$ cat src/hw/hexcmd_defines.svh
`ifndef HEXCMD_DEFINES_SVH
`define HEXCMD_DEFINES_SVH

// Bus widths
`define HEXCMD_ADDR_W 8
`define HEXCMD_DATA_W 32

// Registers in the bank
`define HEXCMD_NREGS 16

// Wait cycles before a bus abort
`define HEXCMD_BUS_TIMEOUT 16

`endif
$ cat src/hw/hexcmd_pkg.sv
`default_nettype none

`include "hexcmd_defines.svh"

package hexcmd_pkg;

    typedef logic [7:0]                  char_t;
    typedef logic [3:0]                  nibble_t;
    typedef logic [`HEXCMD_ADDR_W-1:0]   addr_t;
    typedef logic [`HEXCMD_DATA_W-1:0]   data_t;

    // Order matters, write data states are stepped by +1
    typedef enum logic [3:0] {
        P_IDLE,
        P_WADDR0, P_WADDR1,
        P_WDATA0, P_WDATA1, P_WDATA2, P_WDATA3,
        P_WDATA4, P_WDATA5, P_WDATA6, P_WDATA7,
        P_RADDR0, P_RADDR1
    } parse_state_e;

    typedef enum logic {B_IDLE, B_BUSY} bus_state_e;

endpackage

`default_nettype wire

$ cat src/hw/wb_if.sv
`timescale 1ns/10ps
`default_nettype none

`include "hexcmd_defines.svh"

interface wb_if;

    logic [`HEXCMD_ADDR_W-1:0] adr;
    logic [`HEXCMD_DATA_W-1:0] dat_w;
    logic [`HEXCMD_DATA_W-1:0] dat_r;
    logic                      we;
    logic                      cyc;
    logic                      stb;
    logic                      ack;

    modport master (output adr, dat_w, we, cyc, stb, input dat_r, ack);
    modport slave  (input adr, dat_w, we, cyc, stb, output dat_r, ack);

endinterface

`default_nettype wire

$ cat src/hw/hexcmd_top.sv
`timescale 1ns/10ps
`default_nettype none

module hexcmd_top
    import hexcmd_pkg::*;
(
    input  logic  clk,
    input  logic  rst_n,
    input  char_t rx_data,
    input  logic  rx_valid,
    output logic  rx_ready,
    output char_t tx_data,
    output logic  tx_valid,
    input  logic  tx_ready
);

    logic  accept;
    logic  clear, push_addr, push_data, commit_write, commit_read;
    logic  bus_busy, read_done, timed_out, reply_busy;
    addr_t addr;
    data_t wdata, rdata;

    wb_if bus ();

    // Result pulse still on its way to the reply block counts as busy
    assign rx_ready = !bus_busy && !reply_busy && !(read_done || timed_out);
    assign accept   = rx_valid && rx_ready;

    cmd_parser u_parser (
        .clk(clk), .rst_n(rst_n), .byte_in(rx_data), .accept(accept),
        .clear(clear), .push_addr(push_addr), .push_data(push_data),
        .commit_write(commit_write), .commit_read(commit_read)
    );

    hex_field_reg #(.WIDTH($bits(addr_t))) u_addr_field (
        .clk(clk), .rst_n(rst_n), .byte_in(rx_data),
        .clear(clear), .push(push_addr), .value(addr)
    );

    hex_field_reg #(.WIDTH($bits(data_t))) u_data_field (
        .clk(clk), .rst_n(rst_n), .byte_in(rx_data),
        .clear(clear), .push(push_data), .value(wdata)
    );

    wb_master u_master (
        .clk(clk), .rst_n(rst_n), .start_write(commit_write), .start_read(commit_read),
        .addr(addr), .wdata(wdata), .wb(bus.master), .busy(bus_busy),
        .read_done(read_done), .timed_out(timed_out), .rdata(rdata)
    );

    reg_bank u_regs (
        .clk(clk), .rst_n(rst_n), .wb(bus.slave)
    );

    hex_reply u_reply (
        .clk(clk), .rst_n(rst_n), .echo_byte(rx_data), .echo(accept),
        .read_done(read_done), .rdata(rdata), .timed_out(timed_out), .busy(reply_busy),
        .tx_data(tx_data), .tx_valid(tx_valid), .tx_ready(tx_ready)
    );

endmodule

`default_nettype wire

$ cat src/hw/hex_reply.sv
`timescale 1ns/10ps
`default_nettype none

module hex_reply
    import hexcmd_pkg::*;
(
    input  logic  clk,
    input  logic  rst_n,
    input  char_t echo_byte,
    input  logic  echo,
    input  logic  read_done,
    input  data_t rdata,
    input  logic  timed_out,
    output logic  busy,
    output char_t tx_data,
    output logic  tx_valid,
    input  logic  tx_ready
);

    data_t      shift;
    logic [3:0] left;
    logic       bang;
    logic       slot_free;
    logic       load_digit, load_cr, load_bang;
    nibble_t    top_nib;

    assign slot_free  = !tx_valid || tx_ready;
    assign load_digit = !echo && slot_free && (left > 4'd1);
    assign load_cr    = !echo && slot_free && (left == 4'd1);
    assign load_bang  = !echo && slot_free && (left == 4'd0) && bang;
    assign top_nib    = shift[$bits(data_t)-1 -: 4];
    assign busy       = tx_valid || (left != 4'd0) || bang;

    // ******************************
    // Control
    // ******************************
    always_ff @(posedge clk or negedge rst_n) begin
        if (!rst_n) begin
            tx_valid <= 1'b0;
            left     <= 4'd0;
            bang     <= 1'b0;
        end else begin
            if (echo || load_digit || load_cr || load_bang)
                tx_valid <= 1'b1;
            else if (tx_ready)
                tx_valid <= 1'b0;
            // Eight digits then CR
            if (read_done)
                left <= 4'd9;
            else if (load_digit || load_cr)
                left <= left - 4'd1;
            if (timed_out)
                bang <= 1'b1;
            else if (load_bang)
                bang <= 1'b0;
        end
    end

    // Payload
    always_ff @(posedge clk) begin
        if (echo)
            tx_data <= echo_byte;
        else if (load_digit)
            tx_data <= (top_nib < 4'd10) ? char_t'(8'h30 + top_nib) : char_t'(8'h37 + top_nib);
        else if (load_cr)
            tx_data <= 8'h0D;
        else if (load_bang)
            tx_data <= 8'h21;

        if (read_done)
            shift <= rdata;
        else if (load_digit)
            shift <= shift << 4;
    end

    a_tx_hold: assert property (@(posedge clk) disable iff (!rst_n)
        (tx_valid && !tx_ready) |=> (tx_valid && $stable(tx_data)));

endmodule

`default_nettype wire

$ cat src/hw/reg_bank.sv
`timescale 1ns/10ps
`default_nettype none

`include "hexcmd_defines.svh"

module reg_bank
    import hexcmd_pkg::*;
(
    input  logic clk,
    input  logic rst_n,
    wb_if.slave  wb
);

    localparam int IDX_W = $clog2(`HEXCMD_NREGS);

    data_t             regs [`HEXCMD_NREGS];
    logic              hit;
    logic [IDX_W-1:0]  idx;

    assign hit      = (wb.adr < `HEXCMD_NREGS);
    assign idx      = wb.adr[IDX_W-1:0];
    assign wb.dat_r = regs[idx];

    // One wait state, ack in the second cycle of stb
    always_ff @(posedge clk or negedge rst_n) begin
        if (!rst_n)
            wb.ack <= 1'b0;
        else
            wb.ack <= wb.cyc && wb.stb && hit && !wb.ack;
    end

    always_ff @(posedge clk or negedge rst_n) begin
        if (!rst_n) begin
            for (int i = 0; i < `HEXCMD_NREGS; i++)
                regs[i] <= '0;
        end else if (wb.ack && wb.we) begin
            regs[idx] <= wb.dat_w;
        end
    end

    a_ack_in_stb: assert property (@(posedge clk) disable iff (!rst_n)
        wb.ack |-> wb.stb);

endmodule

`default_nettype wire

$ cat src/hw/wb_master.sv
`timescale 1ns/10ps
`default_nettype none

module wb_master
    import hexcmd_pkg::*;
(
    input  logic  clk,
    input  logic  rst_n,
    input  logic  start_write,
    input  logic  start_read,
    input  addr_t addr,
    input  data_t wdata,
    wb_if.master  wb,
    output logic  busy,
    output logic  read_done,
    output logic  timed_out,
    output data_t rdata
);

    bus_state_e state;
    logic       expired;

    bus_timer u_timer (
        .clk     (clk),
        .rst_n   (rst_n),
        .run     (state == B_BUSY),
        .expired (expired)
    );

    // Fields are frozen while busy since rx_ready is low
    assign wb.adr   = addr;
    assign wb.dat_w = wdata;
    assign busy     = (state == B_BUSY);

    always_ff @(posedge clk or negedge rst_n) begin
        if (!rst_n) begin
            state     <= B_IDLE;
            wb.cyc    <= 1'b0;
            wb.stb    <= 1'b0;
            wb.we     <= 1'b0;
            read_done <= 1'b0;
            timed_out <= 1'b0;
        end else begin
            read_done <= 1'b0;
            timed_out <= 1'b0;
            case (state)
                B_IDLE: begin
                    if (start_write || start_read) begin
                        state  <= B_BUSY;
                        wb.cyc <= 1'b1;
                        wb.stb <= 1'b1;
                        wb.we  <= start_write;
                    end
                end
                B_BUSY: begin
                    if (wb.ack || expired) begin
                        state     <= B_IDLE;
                        wb.cyc    <= 1'b0;
                        wb.stb    <= 1'b0;
                        read_done <= wb.ack && !wb.we;
                        timed_out <= !wb.ack;
                    end
                end
                default: state <= B_IDLE;
            endcase
        end
    end

    always_ff @(posedge clk) begin
        if (state == B_BUSY && wb.ack && !wb.we)
            rdata <= wb.dat_r;
    end

    a_stb_in_cyc: assert property (@(posedge clk) disable iff (!rst_n)
        wb.stb |-> wb.cyc);

    // Address must hold for the whole wait, it comes straight from the field
    a_adr_stable: assert property (@(posedge clk) disable iff (!rst_n)
        (wb.stb && !wb.ack && !expired) |=> $stable(wb.adr));

endmodule

`default_nettype wire

$ cat src/hw/bus_timer.sv
`timescale 1ns/10ps
`default_nettype none

`include "hexcmd_defines.svh"

module bus_timer
    import hexcmd_pkg::*;
(
    input  logic clk,
    input  logic rst_n,
    input  logic run,
    output logic expired
);

    localparam int CNT_W = $clog2(`HEXCMD_BUS_TIMEOUT + 1);

    logic [CNT_W-1:0] count;

    always_ff @(posedge clk or negedge rst_n) begin
        if (!rst_n)
            count <= '0;
        else if (!run)
            count <= '0;
        else if (!expired)
            count <= count + 1'b1;
    end

    assign expired = (count == CNT_W'(`HEXCMD_BUS_TIMEOUT));

endmodule

`default_nettype wire

$ cat src/hw/hex_field_reg.sv
`timescale 1ns/10ps
`default_nettype none

module hex_field_reg
    import hexcmd_pkg::*;
#(
    parameter int WIDTH = 8
) (
    input  logic             clk,
    input  logic             rst_n,
    input  char_t            byte_in,
    input  logic             clear,
    input  logic             push,
    output logic [WIDTH-1:0] value
);

    nibble_t nib;

    // Digit ranges already checked by the parser
    always_comb begin
        if (byte_in <= 8'h39)
            nib = nibble_t'(byte_in - 8'h30);
        else if (byte_in <= 8'h46)
            nib = nibble_t'(byte_in - 8'h37);
        else
            nib = nibble_t'(byte_in - 8'h57);
    end

    always_ff @(posedge clk or negedge rst_n) begin
        if (!rst_n)
            value <= '0;
        else if (clear)
            value <= '0;
        else if (push)
            value <= {value[WIDTH-5:0], nib};
    end

endmodule

`default_nettype wire

$ cat src/hw/cmd_parser.sv
`timescale 1ns/10ps
`default_nettype none

module cmd_parser
    import hexcmd_pkg::*;
(
    input  logic  clk,
    input  logic  rst_n,
    input  char_t byte_in,
    input  logic  accept,
    output logic  clear,
    output logic  push_addr,
    output logic  push_data,
    output logic  commit_write,
    output logic  commit_read
);

    localparam char_t CHR_W = 8'h77;
    localparam char_t CHR_R = 8'h72;

    parse_state_e state, state_n;
    logic         is_hex;

    // 0-9, A-F, a-f
    assign is_hex = (byte_in >= 8'h30 && byte_in <= 8'h39) ||
                    (byte_in >= 8'h41 && byte_in <= 8'h46) ||
                    (byte_in >= 8'h61 && byte_in <= 8'h66);

    // ******************************
    // Next state and strobes
    // ******************************
    always_comb begin
        state_n      = state;
        clear        = 1'b0;
        push_addr    = 1'b0;
        push_data    = 1'b0;
        commit_write = 1'b0;
        commit_read  = 1'b0;
        if (accept) begin
            case (state)
                P_IDLE: begin
                    clear = 1'b1;
                    if (byte_in == CHR_W)
                        state_n = P_WADDR0;
                    else if (byte_in == CHR_R)
                        state_n = P_RADDR0;
                end
                P_WADDR0, P_RADDR0: begin
                    // Bad first digit just abandons the command
                    push_addr = is_hex;
                    if (!is_hex)
                        state_n = P_IDLE;
                    else
                        state_n = (state == P_WADDR0) ? P_WADDR1 : P_RADDR1;
                end
                P_WADDR1: begin
                    push_addr    = is_hex;
                    commit_write = !is_hex;
                    state_n      = is_hex ? P_WDATA0 : P_IDLE;
                end
                P_RADDR1: begin
                    push_addr   = is_hex;
                    commit_read = 1'b1;
                    state_n     = P_IDLE;
                end
                P_WDATA7: begin
                    push_data    = is_hex;
                    commit_write = 1'b1;
                    state_n      = P_IDLE;
                end
                default: begin
                    // P_WDATA0 .. P_WDATA6
                    push_data    = is_hex;
                    commit_write = !is_hex;
                    state_n      = is_hex ? parse_state_e'(state + 4'd1) : P_IDLE;
                end
            endcase
        end
    end

    always_ff @(posedge clk or negedge rst_n) begin
        if (!rst_n)
            state <= P_IDLE;
        else
            state <= state_n;
    end

endmodule

`default_nettype wire

$ cat config.mk
export PLATFORM = sky130hd
export DESIGN_NAME = hexcmd_top
export DESIGN_NICKNAME = d
export VERILOG_FILES = /design/src/hw/hexcmd_pkg.sv /design/src/hw/wb_if.sv /design/src/hw/hexcmd_top.sv /design/src/hw/hex_reply.sv /design/src/hw/reg_bank.sv /design/src/hw/wb_master.sv /design/src/hw/bus_timer.sv /design/src/hw/hex_field_reg.sv /design/src/hw/cmd_parser.sv
export VERILOG_INCLUDE_DIRS = /design/src /design/src/hw
export SDC_FILE = /design/constraint.sdc
export NUM_CORES = 1
export LEC_CHECK = 0
export BUFFER_PORTS_ARGS = -buffer_cell sky130_fd_sc_hd__buf_2
export CORE_MARGIN = 1
export CORE_UTILIZATION = 45
export CTS_CLUSTER_SIZE = 24
export DETAILED_ROUTE_END_ITERATION = 6
export PLACE_DENSITY = 0.73
export RECOVER_POWER = 50
export SLEW_MARGIN = 25
export SYNTH_ARGS = -nofsm -noshare
export SYNTH_HDL_FRONTEND = slang
export SYNTH_SLANG_ARGS = --single-unit
$ cat constraint.sdc
create_clock -name clk -period 2.6 [get_ports clk]
set_clock_uncertainty 0.1 [all_clocks]
set_input_delay 0.26 -clock clk [delete_from_list [all_inputs] [get_ports clk]]
set_output_delay 0.26 -clock clk [all_outputs]
set_load 0.01 [all_outputs]
After elaboration in Yosys (flattened, before gate mapping)
Index checks and enable logic that the tools add are counted.
W data, S select, Z words.
{"block": "totals", "reg_bits": 645, "input_bits": 12, "elab_cells": 176, "output_inout_bits": 10}
{"block": "classes", "reduce_logical": 56, "addsub": 8, "n_eq_ne": 13, "bitwise_logic": 2, "n_mux": 54, "order_cmp": 11}
{"cell": "$bwmux W512", "count": 1}
{"cell": "$mux W32", "count": 7}
{"cell": "$bmux W32 S4", "count": 1}
{"cell": "$demux W32 S4", "count": 1}
{"cell": "$mux W8", "count": 7}
{"cell": "$mux W4", "count": 9}
{"cell": "$mux W1", "count": 21}
{"cell": "$logic_and A1 B1 Y1", "count": 18}
{"cell": "$eq A8 B7 Y1 const B", "count": 2}
{"cell": "$ge A8 B7 Y1 const B", "count": 2}
{"cell": "$le A8 B7 Y1 const B", "count": 2}
{"cell": "$pmux W4 S4", "count": 1}
{"cell": "$add A6 B4 Y7 const A", "count": 2}
{"cell": "$eq A4 B4 Y1 const B", "count": 3}
{"cell": "$logic_or A1 B1 Y1", "count": 12}
{"cell": "$reduce_bool A2 Y1", "count": 6}
{"cell": "$mux W5", "count": 2}
{"cell": "$eq A4 B1 Y1 const B", "count": 2}
{"cell": "$ge A8 B6 Y1 const B", "count": 1}
{"cell": "$le A8 B6 Y1 const B", "count": 1}
{"cell": "$logic_not A1 Y1", "count": 8}
{"cell": "$logic_not A4 Y1", "count": 2}
{"cell": "$lt A8 B5 Y1 const B", "count": 1}
{"cell": "$reduce_bool A4 Y1", "count": 2}
{"cell": "other kinds (21)", "count": 30}

Depth between registers and ports, before layout
{"block": "depth", "depth_word": 15, "depth_mapped": 9, "depth_no_buf": 7}

Cells and area by module
A second synthesis with hierarchy kept.
{"block": "hier_totals", "cells_unflattened": 1940, "area_unflattened_um2": 29495.8}
{"mod": "reg_bank", "seq_area_each_um2": 12837.3, "area_per_inst_um2": 22925.7, "n_inst": 1, "cells_per_inst": 1411}
{"mod": "hex_reply", "seq_area_each_um2": 1351.3, "area_per_inst_um2": 2130.8, "n_inst": 1, "cells_per_inst": 147}
{"mod": "hex_field_reg at u_data_field", "seq_area_each_um2": 800.8, "area_per_inst_um2": 1552.7, "n_inst": 1, "cells_per_inst": 135}
{"mod": "wb_master", "seq_area_each_um2": 1086.0, "area_per_inst_um2": 1462.7, "n_inst": 1, "cells_per_inst": 91}
{"mod": "cmd_parser", "seq_area_each_um2": 100.1, "area_per_inst_um2": 568.0, "n_inst": 1, "cells_per_inst": 70}
{"mod": "hex_field_reg at u_addr_field", "seq_area_each_um2": 200.2, "area_per_inst_um2": 558.0, "n_inst": 1, "cells_per_inst": 57}
{"mod": "bus_timer", "seq_area_each_um2": 125.1, "area_per_inst_um2": 279.0, "n_inst": 1, "cells_per_inst": 27}
{"mod": "hexcmd_top", "seq_area_each_um2": 0.0, "area_per_inst_um2": 18.8, "n_inst": 1, "cells_per_inst": 2}

Worst setup path before layout
Ideal clock, no wire load.
{"block": "synth_path", "path_type": "reg-to-reg", "start": "register u_reply.left[0]", "end": "register u_reply.shift[0], enable pin", "stages_incl_launch_ff": 7, "n_path_buf": 0, "t_arrival_ns": 1.954, "setup_ns": 0.482, "synth_period_minus_slack_ns": 2.536, "setup_slack_ns": 0.064, "t_required_ns": 2.018, "cell_sequence": "dfrtp_1 inv_1 ha_1 nor4b_1 nand4_1 nand3_1 nand2b_1"}
{"block": "synth_via", "elab_chain_len": 11, "word_cells_on_any_way": 12, "classes_between": "order compare: 1; reduce/logical: 11"}
{"element": "start: declaration", "line": "hex_reply.sv:21", "source": "logic [3:0] left;"}
{"element": "start signal: assignment", "line": "hex_reply.sv:51", "source": "left <= left - 4'd1;"}
{"element": "$reduce_bool A4 Y1", "line": "hex_reply.sv:32", "source": "assign busy = tx_valid || (left != 4'd0) || bang;"}
{"element": "$logic_or A1 B1 Y1 (2 in a row)", "line": "hex_reply.sv:32"}
{"element": "$logic_not A1 Y1", "line": "hexcmd_top.sv:26", "source": "assign rx_ready = !bus_busy && !reply_busy && !(read_done || timed_out);"}
{"element": "$logic_and A1 B1 Y1 (2 in a row)", "line": "hexcmd_top.sv:26"}
{"element": "$logic_and A1 B1 Y1", "line": "hexcmd_top.sv:27", "source": "assign accept = rx_valid && rx_ready;"}
{"element": "$logic_not A1 Y1", "line": "hex_reply.sv:28", "source": "assign load_digit = !echo && slot_free && (left > 4'd1);"}
{"element": "$logic_and A1 B1 Y1", "line": "hex_reply.sv:28"}
{"element": "$logic_and A1 B1 Y1 *", "line": "hex_reply.sv:28"}
{"element": "$reduce_bool A2 Y1 (no source line) *"}
{"element": "end signal: assignment", "line": "hex_reply.sv:71", "source": "shift <= rdata;"}
{"element": "end signal: assignment", "line": "hex_reply.sv:73", "source": "shift <= shift << 4;"}
{"element": "end: declaration", "line": "hex_reply.sv:20", "source": "data_t shift;"}
Mark *: on every way between the ends. The rest lies on a longest branch, timed or not.
A chain may end at the register's enable or synchronous reset.

Final worst setup path
{"block": "layout_path", "start": "register u_reply.left[0]", "end": "register u_data_field.value[31]"}
{"block": "layout_via", "elab_chain_len": 9, "word_cells_on_any_way": 11, "classes_between": "mux: 3; reduce/logical: 8"}
{"element": "$reduce_bool A4 Y1 *", "line": "hex_reply.sv:32"}
{"element": "$logic_or A1 B1 Y1 * (2 in a row)", "line": "hex_reply.sv:32"}
{"element": "$logic_not A1 Y1 *", "line": "hexcmd_top.sv:26"}
{"element": "$logic_and A1 B1 Y1 * (2 in a row)", "line": "hexcmd_top.sv:26"}
{"element": "$logic_and A1 B1 Y1 *", "line": "hexcmd_top.sv:27"}
{"element": "$mux W1", "line": "cmd_parser.sv:39", "source": "if (accept) begin"}
{"element": "$mux W32 or $reduce_bool A2 Y1 (tied branches)"}
{"element": "end signal: assignment", "line": "hex_field_reg.sv:35", "source": "value <= {value[WIDTH-5:0], nib};"}
{"element": "end: declaration", "line": "hex_field_reg.sv:14", "source": "output logic [WIDTH-1:0] value"}
Marked as above.

==> results.json <==
{
  "ys_seq_area_share_pct": 57.4,
  "drive_above_1_share_pct": 47.8,
  "path_cells": "inv_1, ha_1, nor3b_2, and4b_1, and2_1, and3_1, buf_12, a22o_1",
  "syn2layout_area_growth_pct": 13.1,
  "clockBufferDepth": 3,
  "fin_total_pwr_uw": 21500,
  "routedWlPerCell_um": 24.6,
  "synth_xor_xnor_area_share_pct": 0.244,
  "p_leak_uw": 0.0149,
  "yosys_warnings": 0,
  "multiInputGateArea_um2": 11600,
  "synth_area_um2": 28700,
  "io_buffers": 21,
  "post_synth_and_or_nand_nor_area_fraction_pct": 2.65,
  "die_width_um": 255,
  "synth_top_family_by_area": "multiplexers",
  "num-nets-final": 1823,
  "drt_pre_antenna_iters": 5,
  "fin_crit_ns": 2.48,
  "gp_routability_congestion": 0.851,
  "post_synth_inst_count": 1760,
  "async_reset_ff_share_pct": 88.8,
  "floorplan.rows": 92,
  "grt_pass1_vias": 17200,
  "syn_nets": 1786,
  "min_path_type": "primary input to flop",
  "regToRegSetupSlack_ns": 0.12,
  "worst_path_dominant_cell_family": "simple AND/OR/NAND/NOR gates",
  "drc": 0,
  "fin_setup_tns_ns": 0,
  "post-synth-top-area-fraction_pct": 49.9,
  "core_region_area_um2": 63100,
  "first_pass_grt_wire_length_um": 105000,
  "clk_root_buffer_cell": "clkbuf_16",
  "muxShareOfSynthArea_pct": 33.8,
  "drt_wl_total_um": 66200,
  "place_area_um2": 30300,
  "power.density_cell_area_nw_per_um2": 661,
  "clock_sink_count": 645,
  "worst_path_max_delay_cell": "dfrtp_1",
  "cp.buffers_inverters": 2,
  "max_stage_delay_ns": 0.42,
  "avgSynthCellArea_um2": 16.3,
  "max_slew.worst_pin.slew_ns": 1.43,
  "synth.largest_area_cell": "dfrtp_1",
  "gr-usage-all-layers_pct": 21.5,
  "number_of_distinct_standard_cells_referenced_by_the_synthesized_netlist": 64,
  "netlist_top_cells_area": "dfrtp_1, mux2_2, mux4_2",
  "grt_overflow_total": 0,
  "register_area_um2": 16500,
  "critPathArrivalTime_ns": 2.90,
  "critical_path_source_type": "flop",
  "number_of_buffers_created_by_cts": 69,
  "largest_net_degree_at_the_start_of_global_routing": 84,
  "end_kind": "flop",
  "drt-initial-drc-count": 1402,
  "critPathMaxFanout": 30,
  "antenna_found_initial": 0,
  "clock_latency_ns": 0.60,
  "timing.max_slew.rel_slack_pct": 4.63,
  "edff_count_synth": 72,
  "cts_post_setup_buffers_inserted": 0,
  "adder_cell_fraction_of_synth_area_pct": 0.610,
  "post_drt_via_cell_ratio": 5.92,
  "die_area_um2": 64900,
  "synth_compound_area_share_pct": 2.65,
  "layout.filler_cells": 5074,
  "outcome": "finished clean",
  "post-dp-hpwl_um": 38600,
  "timing.fmax_ghz": 0.404,
  "path_clk_slew_ns": 0.06,
  "timing.setup.critical_path_class": "flop to flop",
  "final.period_utilization_pct": 95.2,
  "max_cap_viol_count": 0,
  "fp.dieH_um": 255,
  "rsz_0062_raised_after_global_routing": "false",
  "synth_ff_type": "dfrtp_1",
  "finalHoldViolCount": 0,
  "stdcell_area_um2": 32500,
  "route.vias.total": 16000,
  "start_util_pct": 45.5,
  "timing.final.setup_violations": 0,
  "postRouteAntennaNets": 0,
  "critPathRequiredTime_ns": 3.02,
  "slew_viol_final": 0,
  "tritoncts": "built",
  "ir_worst_vdd_mv": 0.385,
  "ioPinCount": 22,
  "htree_num_levels": 3,
  "synth_seq_cells": 645
}
==> power by group <==
part,switching [uW],internal (uW),leakage (uW)
Combinational,687,372,0.00503
Clock,3970,5660,0.00110
Sequential,167,10600,0.00876
Total,4830,16600,0.0149
==> metal layers <==
metal  part of all wire, %  GRT usage, %
met1                    44          29.9
met2                    49          35.4
met3                   4.6          2.96
met4                   1.9          5.95
met5                     0             0
==> area by class of cell <==
class	count	area share (%)
Multi-Input combinational cell	958	35.6
Sequential cell	645	50.8
Timing Repair Buffer	108	3.21
Clock inverter	15	0.447
Antenna cell	1	0.00770
Inverter	15	0.173
Tap cell	846	3.26
Clock buffer	109	6.46
==> stage by stage <==
| stage | hold slack (ns) | worst slack [ns] | utilization, % | instances |
|---|---|---|---|---|
| 3_5_place_dp | 0.174 | 0.179 | 48.1 | 2566 |
| 5_1_grt | 0.0433 | 0.0188 | 51.5 | 2696 |
| 6_report | 0.0531 | 0.124 | 51.5 | 2697 |
| 4_1_cts | 0.0180 | 0.154 | 51.7 | 2696 |
| 2_1_floorplan | -0.136 | 0.0639 | - | 1760 |
| 3_3_place_gp | 0.168 | 0.271 | 48.1 | 2566 |
==> cells in the mapped netlist, types with 4 or more instances <==
library cell and count:
buf_2 68, buf_6 8, mux2_1 38, ha_1 14, inv_1 15, a31oi_1 5, dfrtp_1 573, o21a_1 4
nor2_1 25, clkbuf_1 51, mux2_2 503, edfxtp_1 72, buf_1 12, nand2b_1 8, o21ai_0 17, nor3_1 6
and3_1 9, a22o_1 38, nand3_1 7, xnor2_1 6, mux4_2 160, nand4_1 5, nand2_1 29, a21oi_1 9
and2_1 8
==> registers in the layout, summed over array words and instances (netlist names) <==
signal and flops:
u_master.u_timer.count 5, u_data_field.value 32, u_reply.shift 32, u_master.timed_out 1
u_reply.tx_data 8, u_master.read_done 1, u_master.busy 1, u_master.rdata 32
u_reply.bang 1, u_addr_field.value 8, u_regs.regs 512, u_parser.state 4
u_reply.left 4, u_master.wb.cyc 1, u_regs.wb.ack 1, u_reply.tx_valid 1
u_master.wb.we 1
==> worst min-delay path, cell delays in order <==
cell	delay, ns
buf_2	0.15
nand2_1	0.09
o21ai_0	0.11
==> timing repair <==
action                    4_1_cts  5_1_grt
hold buffers                    6        0
hold endpoints to repair       60        0
gates resized for setup         0        0
==> worst paths after layout <==
path                                                   start  depth (start not counted)                                 end
setup / recovery                 u_reply.left[0]$_DFFE_PN0P_                          8  u_data_field.value[31]$_DFFE_PN0P_
hold / removal                                    rx_data[6]                          3        u_reply.tx_data[6]$_DFFE_PP_
setup reg to reg                 u_reply.left[0]$_DFFE_PN0P_                          8  u_data_field.value[31]$_DFFE_PN0P_
hold reg to reg            u_addr_field.value[6]$_DFFE_PN0P_                          1             u_regs.wb.ack$_DFF_PN0_
max in group asynchronous                              rst_n                          3          u_regs.regs[5]$_DFFE_PN0P_
min in group asynchronous                              rst_n                          2         u_regs.regs[93]$_DFFE_PN0P_
==> logic make-up after synthesis <==
logic type,count (synthesis)
AO/OA/AOI/OAI,101
flip-flops,645
adder cells (fa/ha/maj),14
XOR/XNOR,8
multiplexers,703
buffers and inverters,157
AND/OR/NAND/NOR,132
==> placed cells by master, fill, tap and decap left out, drive strengths merged, types with 7 or more instances in the layout <==
cell type	Yosys	routed
a22o	38	38
edfxtp	72	72
o21ai	19	19
buf	91	80
mux2	541	541
clkbuf	51	131
nor2	25	25
ha	14	14
clkinv	0	11
inv	15	16
and3	9	9
and2	8	8
mux4	160	160
dfrtp	573	573
nand2b	8	8
nor3	8	8
nand3	7	7
nand2	29	29
a21oi	9	9
Note: power is estimated with default switching activity, not from simulation.
